--- src/verilog/io_defs.svh ---
// Bus widths, slave select bit, receive FIFO depth and SPI clock divider macros
`ifndef IO_DEFS_SVH
`define IO_DEFS_SVH

// ******************************
// Host bus
// ******************************
`define IO_ADDR_W 8
`define IO_DATA_W 32

// Address bit that picks the slave, 0 is the system controller and 1 is SPI
`define IO_SEL_BIT 7

// ******************************
// Peripherals
// ******************************
`define IO_GPIO_W 32

// Received bytes held before overflow
`define IO_FIFO_DEPTH 4

// Clock cycles per SCLK half period
`define IO_SPI_HALF 4

`endif

--- src/verilog/io_pkg.sv ---
// Shared host address union and register index enumerations
`include "io_defs.svh"

package io_pkg;

   // One address word, seen by each slave with its own register spacing
   typedef union packed {
      logic [`IO_ADDR_W-1:0] raw;
      struct packed {
         logic       sel;
         logic [1:0] rsvd;
         logic [2:0] idx;
         logic [1:0] ofs;
      } sys;
      // SPI registers sit 8 bytes apart, bit 2 marks the upper half
      struct packed {
         logic       sel;
         logic       rsvd;
         logic [2:0] idx;
         logic       half;
         logic [1:0] ofs;
      } spi;
   } io_addr_u;

   typedef enum logic [2:0] {
      GPIO_OUT = 3'd0, GPIO_IN  = 3'd1, MTIME_LO = 3'd2, MTIME_HI = 3'd3,
      MTCMP_LO = 3'd4, MTCMP_HI = 3'd5, SWIRQ    = 3'd6
   } sys_reg_e;

   typedef enum logic [2:0] {CTRL = 3'd0, STATUS = 3'd1, DATA = 3'd2, CS = 3'd3} spi_reg_e;

endpackage

--- src/verilog/sys_ctrl.sv ---
// System controller with GPIO, 64-bit timer and compare, software interrupt bits
`timescale 1ns/100ps
`include "io_defs.svh"

module sys_ctrl (
   input  logic                  i_clk,
   input  logic                  i_rst_n,
   input  logic                  i_stb,
   input  logic                  i_we,
   input  io_pkg::io_addr_u      i_addr,
   input  logic [`IO_DATA_W-1:0] i_wdata,
   input  logic [`IO_GPIO_W-1:0] i_gpio,
   output logic                  o_ack,
   output logic [`IO_DATA_W-1:0] o_rdata,
   output logic [`IO_GPIO_W-1:0] o_gpio,
   output logic                  o_timer_irq,
   output logic                  o_sw_irq3,
   output logic                  o_sw_irq4
);

   import io_pkg::*;

   sys_reg_e              reg_idx;
   logic                  wr_en;
   logic [63:0]           mtime_q;
   logic [63:0]           mtcmp_q;
   logic [1:0]            swirq_q;
   logic [`IO_DATA_W-1:0] rdata_d;

   assign reg_idx = sys_reg_e'(i_addr.sys.idx);
   // Writes land on the same edge that raises the ack
   assign wr_en   = i_stb & i_we & ~o_ack;

   // ******************************
   // Registers
   // ******************************
   always_ff @(posedge i_clk) begin
      if (!i_rst_n) begin
         o_ack       <= 1'b0;
         o_gpio      <= '0;
         mtime_q     <= '0;
         mtcmp_q     <= '1;
         swirq_q     <= 2'b00;
         o_timer_irq <= 1'b0;
      end else begin
         o_ack       <= i_stb & ~o_ack;
         mtime_q     <= mtime_q + 64'd1;
         // Level, stays up until the compare value moves past the count
         o_timer_irq <= (mtime_q >= mtcmp_q);
         if (wr_en) begin
            case (reg_idx)
               GPIO_OUT: o_gpio <= i_wdata[`IO_GPIO_W-1:0];
               MTCMP_LO: mtcmp_q[31:0] <= i_wdata;
               MTCMP_HI: mtcmp_q[63:32] <= i_wdata;
               SWIRQ:    swirq_q <= i_wdata[1:0];
               default: ;
            endcase
         end
      end
   end

   assign o_sw_irq3 = swirq_q[0];
   assign o_sw_irq4 = swirq_q[1];

   // ******************************
   // Read mux
   // ******************************
   always_comb begin
      case (reg_idx)
         GPIO_OUT: rdata_d = `IO_DATA_W'(o_gpio);
         GPIO_IN:  rdata_d = `IO_DATA_W'(i_gpio);
         MTIME_LO: rdata_d = mtime_q[31:0];
         MTIME_HI: rdata_d = mtime_q[63:32];
         MTCMP_LO: rdata_d = mtcmp_q[31:0];
         MTCMP_HI: rdata_d = mtcmp_q[63:32];
         SWIRQ:    rdata_d = `IO_DATA_W'(swirq_q);
         // Unmapped index reads as zero
         default:  rdata_d = '0;
      endcase
   end

   // Sampled with the ack, so the host sees it during the ack cycle
   always_ff @(posedge i_clk) begin
      if (i_stb && !o_ack)
         o_rdata <= rdata_d;
   end

endmodule

--- src/verilog/spi_shifter.sv ---
// SPI mode-0 byte shifter with clock divider, MSB first, pushing each received byte
`timescale 1ns/100ps
`include "io_defs.svh"

module spi_shifter (
   input  logic       i_clk,
   input  logic       i_rst_n,
   input  logic       i_tx_start,
   input  logic [7:0] i_tx_byte,
   input  logic       i_miso,
   output logic       o_busy,
   output logic       o_push,
   output logic [7:0] o_rx_byte,
   output logic       o_sclk,
   output logic       o_mosi
);

   localparam int unsigned DIV_W = $clog2(`IO_SPI_HALF);
   localparam logic [DIV_W-1:0] DIV_LAST = DIV_W'(`IO_SPI_HALF - 1);

   logic [DIV_W-1:0] div_q;
   logic [3:0]       half_q;
   logic [7:0]       tx_sh_q;
   logic [7:0]       rx_sh_q;
   logic             half_end;
   logic             last_half;

   assign half_end  = (div_q == DIV_LAST);
   assign last_half = (half_q == 4'd15);

   // ******************************
   // Divider and half period count
   // ******************************
   always_ff @(posedge i_clk) begin
      if (!i_rst_n) begin
         o_busy <= 1'b0;
         o_sclk <= 1'b0;
         div_q  <= '0;
         half_q <= 4'd0;
      end else if (!o_busy) begin
         if (i_tx_start) begin
            o_busy <= 1'b1;
            div_q  <= '0;
            half_q <= 4'd0;
         end
      end else begin
         div_q <= half_end ? '0 : div_q + 1'b1;
         if (half_end) begin
            half_q <= half_q + 4'd1;
            // 16 halves make 8 full SCLK periods
            if (last_half) begin
               o_busy <= 1'b0;
               o_sclk <= 1'b0;
            end else begin
               o_sclk <= ~o_sclk;
            end
         end
      end
   end

   // ******************************
   // Data shift
   // ******************************
   always_ff @(posedge i_clk) begin
      if (!o_busy && i_tx_start) begin
         tx_sh_q <= i_tx_byte;
      end else if (o_busy && half_end) begin
         // Even half ends on rising SCLK, odd half on falling SCLK
         if (!half_q[0])
            rx_sh_q <= {rx_sh_q[6:0], i_miso};
         else if (!last_half)
            tx_sh_q <= {tx_sh_q[6:0], 1'b0};
      end
   end

   assign o_mosi    = tx_sh_q[7];
   assign o_rx_byte = rx_sh_q;
   // Final busy cycle, all 8 bits are in
   assign o_push    = o_busy & half_end & last_half;

endmodule

--- src/verilog/spi_rx_fifo.sv ---
// Synchronous receive FIFO for SPI bytes with head output and level flags
`timescale 1ns/100ps
`include "io_defs.svh"

module spi_rx_fifo (
   input  logic       i_clk,
   input  logic       i_rst_n,
   input  logic       i_push,
   input  logic [7:0] i_data,
   input  logic       i_pop,
   output logic [7:0] o_data,
   output logic       o_empty,
   output logic       o_full
);

   localparam int unsigned AW = $clog2(`IO_FIFO_DEPTH);
   localparam logic [AW:0] CNT_FULL = (AW + 1)'(`IO_FIFO_DEPTH);

   logic [7:0]  mem_q [`IO_FIFO_DEPTH];
   logic [AW-1:0] wr_q;
   logic [AW-1:0] rd_q;
   logic [AW:0]   cnt_q;
   logic          do_push;
   logic          do_pop;

   // Push into full and pop from empty are both dropped
   assign do_push = i_push & ~o_full;
   assign do_pop  = i_pop & ~o_empty;

   always_ff @(posedge i_clk) begin
      if (!i_rst_n) begin
         wr_q  <= '0;
         rd_q  <= '0;
         cnt_q <= '0;
      end else begin
         if (do_push)
            wr_q <= wr_q + 1'b1;
         if (do_pop)
            rd_q <= rd_q + 1'b1;
         if (do_push && !do_pop)
            cnt_q <= cnt_q + 1'b1;
         else if (do_pop && !do_push)
            cnt_q <= cnt_q - 1'b1;
      end
   end

   // Storage
   always_ff @(posedge i_clk) begin
      if (do_push)
         mem_q[wr_q] <= i_data;
   end

   assign o_data  = mem_q[rd_q];
   assign o_empty = (cnt_q == '0);
   assign o_full  = (cnt_q == CNT_FULL);

endmodule

--- src/verilog/spi_host_regs.sv ---
// SPI bus registers with control, status, data, chip select and split read redirect
`timescale 1ns/100ps
`include "io_defs.svh"

module spi_host_regs (
   input  logic                  i_clk,
   input  logic                  i_rst_n,
   input  logic                  i_stb,
   input  logic                  i_we,
   input  io_pkg::io_addr_u      i_addr,
   input  logic [`IO_DATA_W-1:0] i_wdata,
   input  logic                  i_busy,
   input  logic                  i_empty,
   input  logic                  i_full,
   input  logic                  i_push,
   input  logic [7:0]            i_rx_data,
   output logic                  o_ack,
   output logic [`IO_DATA_W-1:0] o_rdata,
   output logic                  o_tx_start,
   output logic [7:0]            o_tx_byte,
   output logic                  o_pop,
   output logic                  o_cs_n,
   output logic                  o_irq
);

   import io_pkg::*;

   spi_reg_e              reg_idx;
   logic                  acc;
   logic                  wr_en;
   logic                  busy;
   logic                  irq_en_q;
   logic                  wcol_q;
   logic                  ovf_q;
   logic [`IO_DATA_W-1:0] rdata_d;

   // Second half of a split wide read lands on CTRL, so DATA is never popped twice
   assign reg_idx = (i_addr.spi.half && !i_we) ? CTRL : spi_reg_e'(i_addr.spi.idx);
   assign acc     = i_stb & ~o_ack;
   assign wr_en   = acc & i_we;
   // A start still in flight counts as busy
   assign busy    = i_busy | o_tx_start;
   assign o_pop   = acc & ~i_we & (reg_idx == DATA);
   assign o_irq   = irq_en_q & ~i_empty;

   // ******************************
   // Control and sticky status
   // ******************************
   always_ff @(posedge i_clk) begin
      if (!i_rst_n) begin
         o_ack      <= 1'b0;
         o_tx_start <= 1'b0;
         o_cs_n     <= 1'b1;
         irq_en_q   <= 1'b0;
         wcol_q     <= 1'b0;
         ovf_q      <= 1'b0;
      end else begin
         o_ack      <= acc;
         o_tx_start <= wr_en & (reg_idx == DATA) & ~busy;
         if (wr_en) begin
            case (reg_idx)
               CTRL:   irq_en_q <= i_wdata[0];
               STATUS: begin
                  if (i_wdata[3]) wcol_q <= 1'b0;
                  if (i_wdata[4]) ovf_q <= 1'b0;
               end
               DATA:   if (busy) wcol_q <= 1'b1;
               CS:     o_cs_n <= i_wdata[0];
               default: ;
            endcase
         end
         // Overflow set wins over a clear in the same cycle
         if (i_push && i_full)
            ovf_q <= 1'b1;
      end
   end

   always_ff @(posedge i_clk) begin
      if (wr_en && reg_idx == DATA && !busy)
         o_tx_byte <= i_wdata[7:0];
   end

   // ******************************
   // Read data
   // ******************************
   always_comb begin
      case (reg_idx)
         CTRL:    rdata_d = `IO_DATA_W'(irq_en_q);
         STATUS:  rdata_d = `IO_DATA_W'({ovf_q, wcol_q, i_busy, i_full, i_empty});
         DATA:    rdata_d = `IO_DATA_W'(i_rx_data);
         CS:      rdata_d = `IO_DATA_W'(o_cs_n);
         default: rdata_d = '0;
      endcase
   end

   always_ff @(posedge i_clk) begin
      if (acc)
         o_rdata <= rdata_d;
   end

endmodule

--- src/verilog/io_subsys_top.sv ---
// IO subsystem top level with slave decode, ack and read data return, instances
`timescale 1ns/100ps
`include "io_defs.svh"

module io_subsys_top (
   input  logic                  i_clk,
   input  logic                  i_rst_n,
   input  logic                  i_stb,
   input  logic                  i_we,
   input  io_pkg::io_addr_u      i_addr,
   input  logic [`IO_DATA_W-1:0] i_wdata,
   input  logic [`IO_GPIO_W-1:0] i_gpio,
   input  logic                  i_spi_miso,
   output logic                  o_ack,
   output logic [`IO_DATA_W-1:0] o_rdata,
   output logic [`IO_GPIO_W-1:0] o_gpio,
   output logic                  o_timer_irq,
   output logic [2:0]            o_ext_irq,
   output logic                  o_spi_sclk,
   output logic                  o_spi_cs_n,
   output logic                  o_spi_mosi
);

   logic                  req_q;
   logic                  acc_q;
   logic                  sel_spi;
   logic                  sys_ack, spi_ack;
   logic [`IO_DATA_W-1:0] sys_rdata, spi_rdata;
   logic                  sw_irq3, sw_irq4, spi_irq;
   logic                  tx_start, busy, push, pop, empty, full;
   logic [7:0]            tx_byte, rx_byte, head_byte;

   // ******************************
   // Strobe launch and slave decode
   // ******************************
   // One request pulse per access, the host holds i_stb until the ack
   always_ff @(posedge i_clk) begin
      if (!i_rst_n) begin
         req_q <= 1'b0;
         acc_q <= 1'b0;
      end else begin
         req_q <= i_stb & ~acc_q;
         if (o_ack)
            acc_q <= 1'b0;
         else if (i_stb)
            acc_q <= 1'b1;
      end
   end

   assign sel_spi = i_addr.raw[`IO_SEL_BIT];
   assign o_ack   = sel_spi ? spi_ack : sys_ack;
   assign o_rdata = sel_spi ? spi_rdata : sys_rdata;

   // Bit 0 SPI, bit 1 software 3, bit 2 software 4
   assign o_ext_irq = {sw_irq4, sw_irq3, spi_irq};

   sys_ctrl syscon (
      .i_clk(i_clk), .i_rst_n(i_rst_n), .i_stb(req_q & ~sel_spi), .i_we(i_we),
      .i_addr(i_addr), .i_wdata(i_wdata), .i_gpio(i_gpio), .o_ack(sys_ack),
      .o_rdata(sys_rdata), .o_gpio(o_gpio), .o_timer_irq(o_timer_irq),
      .o_sw_irq3(sw_irq3), .o_sw_irq4(sw_irq4));

   spi_host_regs spi_regs (
      .i_clk(i_clk), .i_rst_n(i_rst_n), .i_stb(req_q & sel_spi), .i_we(i_we),
      .i_addr(i_addr), .i_wdata(i_wdata), .i_busy(busy), .i_empty(empty),
      .i_full(full), .i_push(push), .i_rx_data(head_byte), .o_ack(spi_ack),
      .o_rdata(spi_rdata), .o_tx_start(tx_start), .o_tx_byte(tx_byte), .o_pop(pop),
      .o_cs_n(o_spi_cs_n), .o_irq(spi_irq));

   spi_shifter shifter (
      .i_clk(i_clk), .i_rst_n(i_rst_n), .i_tx_start(tx_start), .i_tx_byte(tx_byte),
      .i_miso(i_spi_miso), .o_busy(busy), .o_push(push), .o_rx_byte(rx_byte),
      .o_sclk(o_spi_sclk), .o_mosi(o_spi_mosi));

   spi_rx_fifo rx_fifo (
      .i_clk(i_clk), .i_rst_n(i_rst_n), .i_push(push), .i_data(rx_byte), .i_pop(pop),
      .o_data(head_byte), .o_empty(empty), .o_full(full));

endmodule

--- config.mk ---
export PLATFORM = sky130hd
export DESIGN_NAME = io_subsys_top
export DESIGN_NICKNAME = d
export VERILOG_FILES = /design/src/verilog/io_pkg.sv /design/src/verilog/sys_ctrl.sv /design/src/verilog/spi_shifter.sv /design/src/verilog/spi_rx_fifo.sv /design/src/verilog/spi_host_regs.sv /design/src/verilog/io_subsys_top.sv
export VERILOG_INCLUDE_DIRS = /design/src /design/src/verilog
export SDC_FILE = /design/constraint.sdc
export NUM_CORES = 1
export LEC_CHECK = 0
export BUFFER_PORTS_ARGS = -buffer_cell sky130_fd_sc_hd__buf_2
export CAP_MARGIN = 40
export CELL_PAD_IN_SITES_DETAIL_PLACEMENT = 0
export CELL_PAD_IN_SITES_GLOBAL_PLACEMENT = 1
export CORE_ASPECT_RATIO = 0.5
export CORE_MARGIN = 1
export CORE_UTILIZATION = 40
export DETAILED_ROUTE_END_ITERATION = 12
export GPL_ROUTABILITY_DRIVEN = 0
export GPL_TIMING_DRIVEN = 0
export PLACE_DENSITY = 0.83
export SLEW_MARGIN = 20
export SYNTH_ARGS = -nofsm -noshare
export SYNTH_HDL_FRONTEND = slang
export SYNTH_SLANG_ARGS = --single-unit
export TNS_END_PERCENT = 1
--- constraint.sdc ---
create_clock -name i_clk -period 5.1 [get_ports i_clk]
set_input_delay 0.765 -clock i_clk [delete_from_list [all_inputs] [get_ports i_clk]]
set_output_delay 0.765 -clock i_clk [all_outputs]
set_load 0.01 [all_outputs]
==> results of run 1 <==
[path summary, 6_finish.rpt]
kind                            cells past startpoint                    startpoint  slack [ns]                              to
worst min register to register                      1            acc_q$_SDFFE_PP0P_        0.41                req_q$_SDFF_PN0_
worst min-delay path                                1                    i_spi_miso        0.39  shifter.o_rx_byte[0]$_DFFE_PP_
worst max register to register                      8  syscon.mtime_q[0]$_SDFF_PN0_        1.85   syscon.mtime_q[62]$_SDFF_PN0_
worst max-delay path                                8  syscon.mtime_q[0]$_SDFF_PN0_        1.85   syscon.mtime_q[62]$_SDFF_PN0_
[layout by cell type (no fill, tap or decap), types with 8 or more instances in the layout]
master     count
nand2_1      199
dfxtp_1      189
buf_2        144
a22oi_1       97
edfxtp_1      96
nor2_1        83
clkbuf_1      79
a21oi_1       79
inv_1         74
ha_1          72
o211ai_1      64
nand3_1       59
xor2_1        34
nand4_1       31
nor2b_1       30
clkbuf_16     29
o21ai_0       20
and2_1        19
or3_1         13
xnor2_1       13
mux2_2        11
buf_6         11
and3_1        10
a21o_1        10
nor3_1         9
nand2b_1       8
mux2i_1        8
mux4_2         8
o21ai_1        8
and4_1         8
buf_4          8
[sequential cells by signal (all words and copies together), names as in the netlist, 8 cells and up, named ones only]
register,flops
syscon.mtcmp_q,64
syscon.o_rdata,32
spi_regs.o_tx_byte,8
syscon.o_gpio,32
shifter.o_rx_byte,8
spi_regs.o_rdata,8
rx_fifo.mem_q,32
syscon.mtime_q,64
shifter.tx_sh_q,8
[logic make-up (layout without fill, tap and decap cells)]
family                   count (synthesis)  count (layout)
flip-flops                             285             285
adder cells (fa/ha/maj)                 73              73
AO/OA/AOI/OAI                          310             310
multiplexers                            27              27
buffers and inverters                  157             372
AND/OR/NAND/NOR                        500             500
XOR/XNOR                                47              47
[through the flow]
step | setup WS, ns | cell area [sq um] | setup TNS [ns] | hold WS [ns]
after global placement | -2.37 | 14800 | -247.87 | 0.394
after CTS | 1.89 | 15800 | 0 | 0.379
after global routing | 1.70 | 15900 | 0 | 0.389
after floorplan | 0.335 | 13500 | 0 | 0.385
final | 1.85 | 15900 | 0 | 0.392
after detailed placement | 1.74 | 15000 | 0 | 0.398
[report_power, final]
part / total (uW) / internal, uW / switching [uW]
logic: 254 / 83.9 / 170
registers: 2370 / 2360 / 8.32
clock network: 2020 / 1110 / 910
[per-layer routing]
metal  GRT usage, %  up-vias  wire, microns
met4           7.40        0           1410
met3           4.21       67           3270
li1               -     5440              -
met2           38.3      430          18900
met5              0        -              0
met1           34.7     5484          19200
[area by class of cell]
cell class	instances	share of cell area (%)
clock buffer	40	5.15
sequential	285	42.0
buffer	82	2.02
clock inverter	12	0.386
multi-input combinational	957	39.3
timing repair buffer	163	5.85
tap	441	3.48
inverter	75	1.77
==> results.toml, run 1 <==
[outcome]
status = "finished with violations"
violations = "DRC"

[yosys]
synthesis.instances = 1399
synth.top_cells.by_count = "nand2_1, dfxtp_1, a22oi_1"
yosys.area.top_type_share_pct = 28.0
syn_area_per_cell_sq_um = 9.64
yosys.cell_count.top_type = "nand2_1"
yosysSeqAreaShare_pct = 49.4
synth_edf_count = 96
synth_nets = 1549
synth_seq_cells = 285
yosysTopAreaCell = "dfxtp_1"
ys_types = 65
synth-xor-area-share_pct = 3.05
synthMuxAreaShare_pct = 2.85
synth_adder_area_share_pct = 6.82
synth_compound_area_share_pct = 15.4
synthArstFlopShare_pct = 0
synth_flop_cell = "dfxtp_1"
syn-cell-area_sq_mm = 0.0135
yosys.area_share.simple_pct = 18.0
synth_top_family_by_area = "simple AND/OR/NAND/NOR gates"
yosys-top-cells-area = "dfxtp_1, edfxtp_1, ha_1, nand2_1, a22oi_1"
yosysWarningCount = 0

[floorplanning]
die-area_sq_mm = 0.0345
num_rows = 47
core-area_sq_mm = 0.0331
io_pins = 149
die_y_microns = 132
dieWidth_microns = 262
start_util_pct = 40.8

[clocking]
worstSkewPairLatency_ns = 0.56
tritoncts = "built"
clk_path_buf_depth = 3
ctsHoldBuffers = 0
post_cts_buffers = 0
cts_buffers = 28
clk_pin_slew_ns = 0.07
cts_root_buf = "clkbuf_16"
htreeDepth = 1
cts_resized = 0
cts_sinks = 285

[route]
drcViolationCount = 2
finalWirelength_mm = 42.8
via_per_inst = 5.56
drt_first_pass_iters = 12
drt-initial-drc-count = 1049
vias = 11421
post_drt_wl_per_cell_microns = 20.8
ant_nets = 0

[setup_path]
required_ns = 5.57
crit_fanout = 10
critPathMostFrequentCell = "or4_1"
cp_cell_sequence = "ha_1 > nand2_1 > or4_1 > buf_2 > nor4_4 > nand3_2 > or4_1 > a21oi_1"
crit_family = "simple AND/OR/NAND/NOR gates"
cp_slowest_stage_delay_ns = 0.65
worstSetupEndpointType = "flop"
criticalPathCategory = "reg -> reg"
arrival_ns = 3.72
crit_buf_inv = 1
start_kind = "flop"
cp_slowest_cell = "nor4_4"

[pwr]
finalPower_uw = 4640
vdd_drop_max_mv = 0.208
p_leak_uw = 0.00657
pwr_density_cell_mw_per_mm2 = 293

[timing]
finalHoldViolCount = 0
max_freq_mhz = 308
clock_skew_ns = 0.0192
slew_headroom_pct = 37.0
min_period_ns = 3.25
finalMaxSlewViolations = 0
rsz0062_at_grt = "false"
setup_viol = 0
period_share_pct = 63.7
worst_pin_slew_ns = 0.945

[place]
dp_hpwl_mm = 31.7
port_buffers = 142
dp_cells = 2001

[cells_and_area]
final_util_pct = 47.9
final_nets = 1742
final_layout_size_suffix_gt1_share_pct = 14.8
fillers = 3117
multiInputGateArea_sq_mm = 0.00624
regArea_sq_mm = 0.00667
area_growth_pct = 17.6
antenna_cells = 0
fin_cells = 2055

[grt]
grt_pass1_vias = 10751
overflow = 0
antenna_found_initial = 0
grt_usage_pct = 24.6
grt_max_degree = 15
grt_pass1_wl_mm = 64.8

[worst_hold_path]
hp-class = "in -> reg"

[flow_run]
cap_violations = 0
Note: power is estimated with default switching activity, not from simulation.
==> run 2: changes to the inputs <==
clock period = 2.6 ns   (was 5.1 ns; I/O delays follow)
==> run 2 against run 1 <==
The flow now finishes without violations. Routed wire length increased by 1.0%. Maximum frequency increased by 30%. Largest power group unchanged. Design area up 2.0%. Register-to-register slack got worse by 1.7 ns. Non-clock buffer count rose by 15. Sequential power is 96% higher. Utilization grew 0.97 points. Combinational power increased by 99%.
==> results.toml, run 2 (synthesis gave the netlist of run 1 again) <==
[setup_path]
start_kind = "flop"
r2r_end = "syscon.mtime_q[56]$_SDFF_PN0_"
r2r_slack_ns = 0.11
criticalPathCategory = "reg -> reg"
cp_slowest_cell = "or4_4"
reg2reg_from = "syscon.mtime_q[0]$_SDFF_PN0_"
r2r_cells = 7
cp_slowest_stage_delay_ns = 0.61
worstSetupEndpointType = "flop"
arrival_ns = 2.97
required_ns = 3.08
cp_cell_sequence = "ha_4 > nand2_4 > or4_4 > nor4_4 > nand4_2 > or4_1 > a21oi_1"
crit_fanout = 7

[cells_and_area]
top_regs = "syscon.mtcmp_q x64, syscon.mtime_q x64"
multiInputGateArea_sq_mm = 0.00632
final_cell_mix = "nand2_1, dfxtp_1, buf_2"
antenna_cells = 0
fillers = 3101
regArea_sq_mm = 0.00668
final_common_cell = "nand2_1"
fin_cells = 2069
final_nets = 1757
area_growth_pct = 19.9
final_util_pct = 48.9
final_layout_size_suffix_gt1_share_pct = 17.7

[worst_hold_path]
holdPathStages = 3
holdPathEnd = "req_q$_SDFF_PN0_"
hp-class = "in -> reg"
hold_start = "i_stb"

[clocking]
cts_buffers = 28
htreeDepth = 1
cts_sinks = 285
clk_path_buf_depth = 3
cts_root_buf = "clkbuf_16"
worstSkewPairLatency_ns = 0.56
tritoncts = "built"
clk_pin_slew_ns = 0.07

[pwr]
finalPower_uw = 9370
vdd_drop_max_mv = 0.439
p_leak_uw = 0.00681
pwr_density_cell_mw_per_mm2 = 579

[flow_run]
cap_violations = 0

[timing]
rsz0062_at_grt = "true"
min_period_ns = 2.49
fin_ws_ns = 0.106
max_freq_mhz = 401
setup_viol = 0
clock_skew_ns = 0.0184
period_share_pct = 95.9
finalMaxSlewViolations = 0
worst_pin_slew_ns = 0.932
slew_headroom_pct = 37.8
finalHoldViolCount = 0

[route]
finalWirelength_mm = 43.3
ant_nets = 0
drt-initial-drc-count = 1020
drt_first_pass_iters = 7
post_drt_wl_per_cell_microns = 20.9
drcViolationCount = 0
vias = 11515
via_per_inst = 5.57

[floorplanning]
die_y_microns = 132
num_rows = 47
core-area_sq_mm = 0.0331
dieWidth_microns = 262
die-area_sq_mm = 0.0345
io_pins = 149
start_util_pct = 40.8

[place]
dp_hpwl_mm = 31.7
dp_slack_ns = -0.569
dp_cells = 1998
port_buffers = 142

[grt]
grt_usage_pct = 24.8
grt_max_degree = 16
overflow = 0
grt_pass1_wl_mm = 64.8
antenna_found_initial = 0
grt_pass1_vias = 10964

[outcome]
status = "finished clean"
-- run 2: changes by cell type in the layout (fill, tap and decap cells not counted), sizes merged --
cell | previous run | this run
dlygate4sd3 | 0 | 1
buf | 170 | 187
clkbuf | 113 | 111
clkinv | 12 | 8
bufinv | 0 | 2
-- run 2: repair_timing --
| item | CTS | global route |
|---|---|---|
| pin swaps | 5 | 7 |
| gates cloned | 0 | 0 |
| setup endpoints to repair | 31 | 23 |
| setup buffers | 8 | 9 |
| hold buffers | 1 | 0 |
| hold endpoints to repair | 1 | 0 |
| gates resized for setup | 18 | 15 |
-- run 2: worst max-delay path, delay by kind of cell, from the launching register on --
family          cells  cell delay [ns]
fa+ha+maj           1             0.17
simple gates        5             1.71
compound gates      1             0.13
flops               1             0.39
-- run 2: stage by stage --
step	cell area [sq um]	TNS [ns]	hold slack, ns
2_1_floorplan	13500	-1.86	0.385
3_3_place_gp	14800	-140.38	0.407
3_5_place_dp	15000	-19.56	0.396
4_1_cts	16000	-0.381	0.0346
5_1_grt	16200	-0.0769	0.0482
6_report	16200	0	0.0551
-- run 2: final cells by class --
class / instances / area share, %
tap: 441 / 3.41
timing repair buffer: 180 / 6.60
sequential: 285 / 41.3
multi-input combinational: 957 / 39.0
clock buffer: 41 / 5.13
buffer: 80 / 2.03
clock inverter: 10 / 0.742
inverter: 75 / 1.74
-- run 2: power breakdown --
group          total (uW)  switching, uW  leakage [uW]  internal, uW
registers            4640           19.3       0.00240          4620
clock network        4220           1800      0.000470          2420
logic                 505            336       0.00393           168
total                9370           2150       0.00681          7220
-- run 2: how the worst max path moves through the flow --
stage / cells after the start / start / slack (ns) / endpoint
floorplan: 7 / i_addr[7] / -0.04 / syscon.mtcmp_q[1]$_SDFFE_PN1P_
CTS: 7 / syscon.mtime_q[17]$_SDFF_PN0_ / -0.09 / syscon.mtime_q[61]$_SDFF_PN0_
finish: 7 / syscon.mtime_q[0]$_SDFF_PN0_ / 0.11 / syscon.mtime_q[56]$_SDFF_PN0_
global placement: 7 / i_addr[7] / -1.30 / syscon.mtcmp_q[30]$_SDFFE_PN1P_
global route: 7 / syscon.mtime_q[12]$_SDFF_PN0_ / -0.04 / syscon.mtime_q[59]$_SDFF_PN0_
detailed placement: 8 / syscon.mtime_q[0]$_SDFF_PN0_ / -0.57 / syscon.mtime_q[58]$_SDFF_PN0_
-- run 2: routing by layer --
layer,global-route usage (%),share of wire (%)
met4,7.95,3.0
met5,0,0
met1,34.1,44
met3,4.79,7.0
met2,39.0,46
==> run 3: changes to the inputs <==
CTS_BUF_LIST = sky130_fd_sc_hd__clkbuf_4 sky130_fd_sc_hd__clkbuf_8 sky130_fd_sc_hd__clkbuf_16   (was not set)
==> run 3 against run 2 <==
Clock-buffer cell count stayed put. Utilization is 0.068 points higher. Critical path depth stayed put. Setup slack worse by 0.033 ns. Clock power is 2% higher. Cell count stayed put. Power is 0.77% higher. Critical endpoint is now syscon.mtcmp_q[12]$_SDFFE_PN1P_. Combinational power hardly changed. Sequential power hardly changed. Maximum frequency is 1.3% lower. Die area stayed put.
==> results.toml, run 3 (synthesis gave the netlist of run 1 again) <==
[place]
placed_area_sq_mm = 0.0150
port_buffers = 142
dp_hpwl_mm = 31.7

[grt]
antenna_found_initial = 0
grt_pass1_vias = 10955
grt_max_degree = 16
overflow = 0
grt_pass1_wl_mm = 64.8
grt_usage_pct = 24.8

[clocking]
tritoncts = "built"
clk_pin_slew_ns = 0.06
clk_path_buf_depth = 3
worstSkewPairLatency_ns = 0.56
cts_root_buf = "clkbuf_16"
cts_buffers = 28
htreeDepth = 1
cts_sinks = 285

[timing]
rsz0062_at_grt = "true"
setup_viol = 0
clock_skew_ns = 0.0201
worst_pin_slew_ns = 0.942
max_freq_mhz = 396
finalHoldViolCount = 0
fin_tns_setup_ns = 0
slew_headroom_pct = 37.2
finalMaxSlewViolations = 0
min_period_ns = 2.53
period_share_pct = 97.2

[setup_path]
crit_fanout = 11
criticalPathCategory = "reg -> reg"
crit_buf_inv = 2
critPathMostFrequentCell = "and2_1"
cp_slowest_stage_delay_ns = 0.55
crit_family = "simple AND/OR/NAND/NOR gates"
start_kind = "flop"
cp_slowest_cell = "nor3b_4"
worstSetupEndpointType = "flop"
arrival_ns = 3.00
required_ns = 3.07
cp_cell_sequence = "nor3b_4 > and2_1 > and2_1 > clkbuf_1 > clkbuf_2 > nand2_1 > o211ai_1"

[worst_hold_path]
hp-class = "in -> reg"

[route]
ant_nets = 0
drt_first_pass_iters = 7
dr_wl_met3_mm = 3.01
vias = 11589
post_drt_wl_per_cell_microns = 20.9
drt-initial-drc-count = 932
finalWirelength_mm = 43.3
via_per_inst = 5.60
wirelength_met1_mm = 19.2
wl_met2_mm = 19.8
top_layer = "met4"
drcViolationCount = 0

[pwr]
vdd_drop_max_mv = 0.437
p_leak_uw = 0.00683
pwr_density_cell_mw_per_mm2 = 583

[flow_run]
cap_violations = 0

[floorplanning]
start_util_pct = 40.8
die-area_sq_mm = 0.0345
core-area_sq_mm = 0.0331
io_pins = 149
num_rows = 47
die_y_microns = 132
dieWidth_microns = 262

[cells_and_area]
antenna_cells = 0
top_regs = "syscon.mtcmp_q x64, syscon.mtime_q x64"
final_layout_size_suffix_gt1_share_pct = 18.1
final_cell_mix = "nand2_1, dfxtp_1, buf_2"
final_common_cell = "nand2_1"
area_growth_pct = 20.1
design_area_sq_mm = 0.0162
final_nets = 1757

[outcome]
status = "finished clean"
==> run 3: cell counts in the layout (fill, tap and decap cells not counted) <==
No cell type changed its count.
==> run 3: final timing paths <==
check	start	end	slack, ns	cells after the start
worst max register to register	syscon.o_ack$_SDFF_PN0_	syscon.mtcmp_q[12]$_SDFFE_PN1P_	0.07	7
worst min-delay path	i_stb	req_q$_SDFF_PN0_	0.06	3
worst max-delay path	syscon.o_ack$_SDFF_PN0_	syscon.mtcmp_q[12]$_SDFFE_PN1P_	0.07	7
worst min register to register	acc_q$_SDFFE_PP0P_	req_q$_SDFF_PN0_	0.42	1
==> run 3: what timing repair did <==
item	in CTS	in global routing
pin swaps	5	7
hold buffers	1	0
endpoints found under the hold margin	1	0
resized for setup	18	15
endpoints found under the setup margin	31	24
setup buffers	8	9
==> run 3: tightest hold or removal path, delay by kind of cell <==
| family | cells | cell delay [ns] |
|---|---|---|
| buffers and inverters | 1 | 0.11 |
| and+or+nand+nor | 2 | 0.08 |
==> run 3: where the power goes <==
group | total, uW | switching (uW) | internal, uW
sequential | 4640 | 19.3 | 4620
clock | 4290 | 1810 | 2490
combinational | 505 | 336 | 168
==> run 3: metal layers <==
metal,global-route usage [%],vias to the layer above
li1,-,5474
met1,34.2,5619
met2,39.0,421
met3,4.79,75
met4,7.91,0
met5,0,-
==> run 3: cell type report <==
| type | count | area, sq um |
|---|---|---|
| clock buffer | 41 | 853 |
| timing repair buffer | 180 | 1070 |
| buffer | 80 | 328 |
| multi-input combinational | 957 | 6320 |
| fill | 3099 | 16900 |
| tap | 441 | 552 |
| inverter | 75 | 282 |
| sequential | 285 | 6680 |
| clock inverter | 10 | 120 |
==> run 3: per-stage QoR <==
step	utilization [%]	hold WS (ns)	std cells	setup slack, ns	power (uW)
global route	48.9	0.0482	2069	-0.0371	9700
global placement	44.7	0.407	1982	-1.30	5210
finish	48.9	0.0591	2069	0.0727	9440
CTS	48.5	0.0346	2057	-0.0897	9460
floorplan	-	0.385	1399	-0.0420	4950
detailed placement	45.2	0.396	1998	-0.569	5220
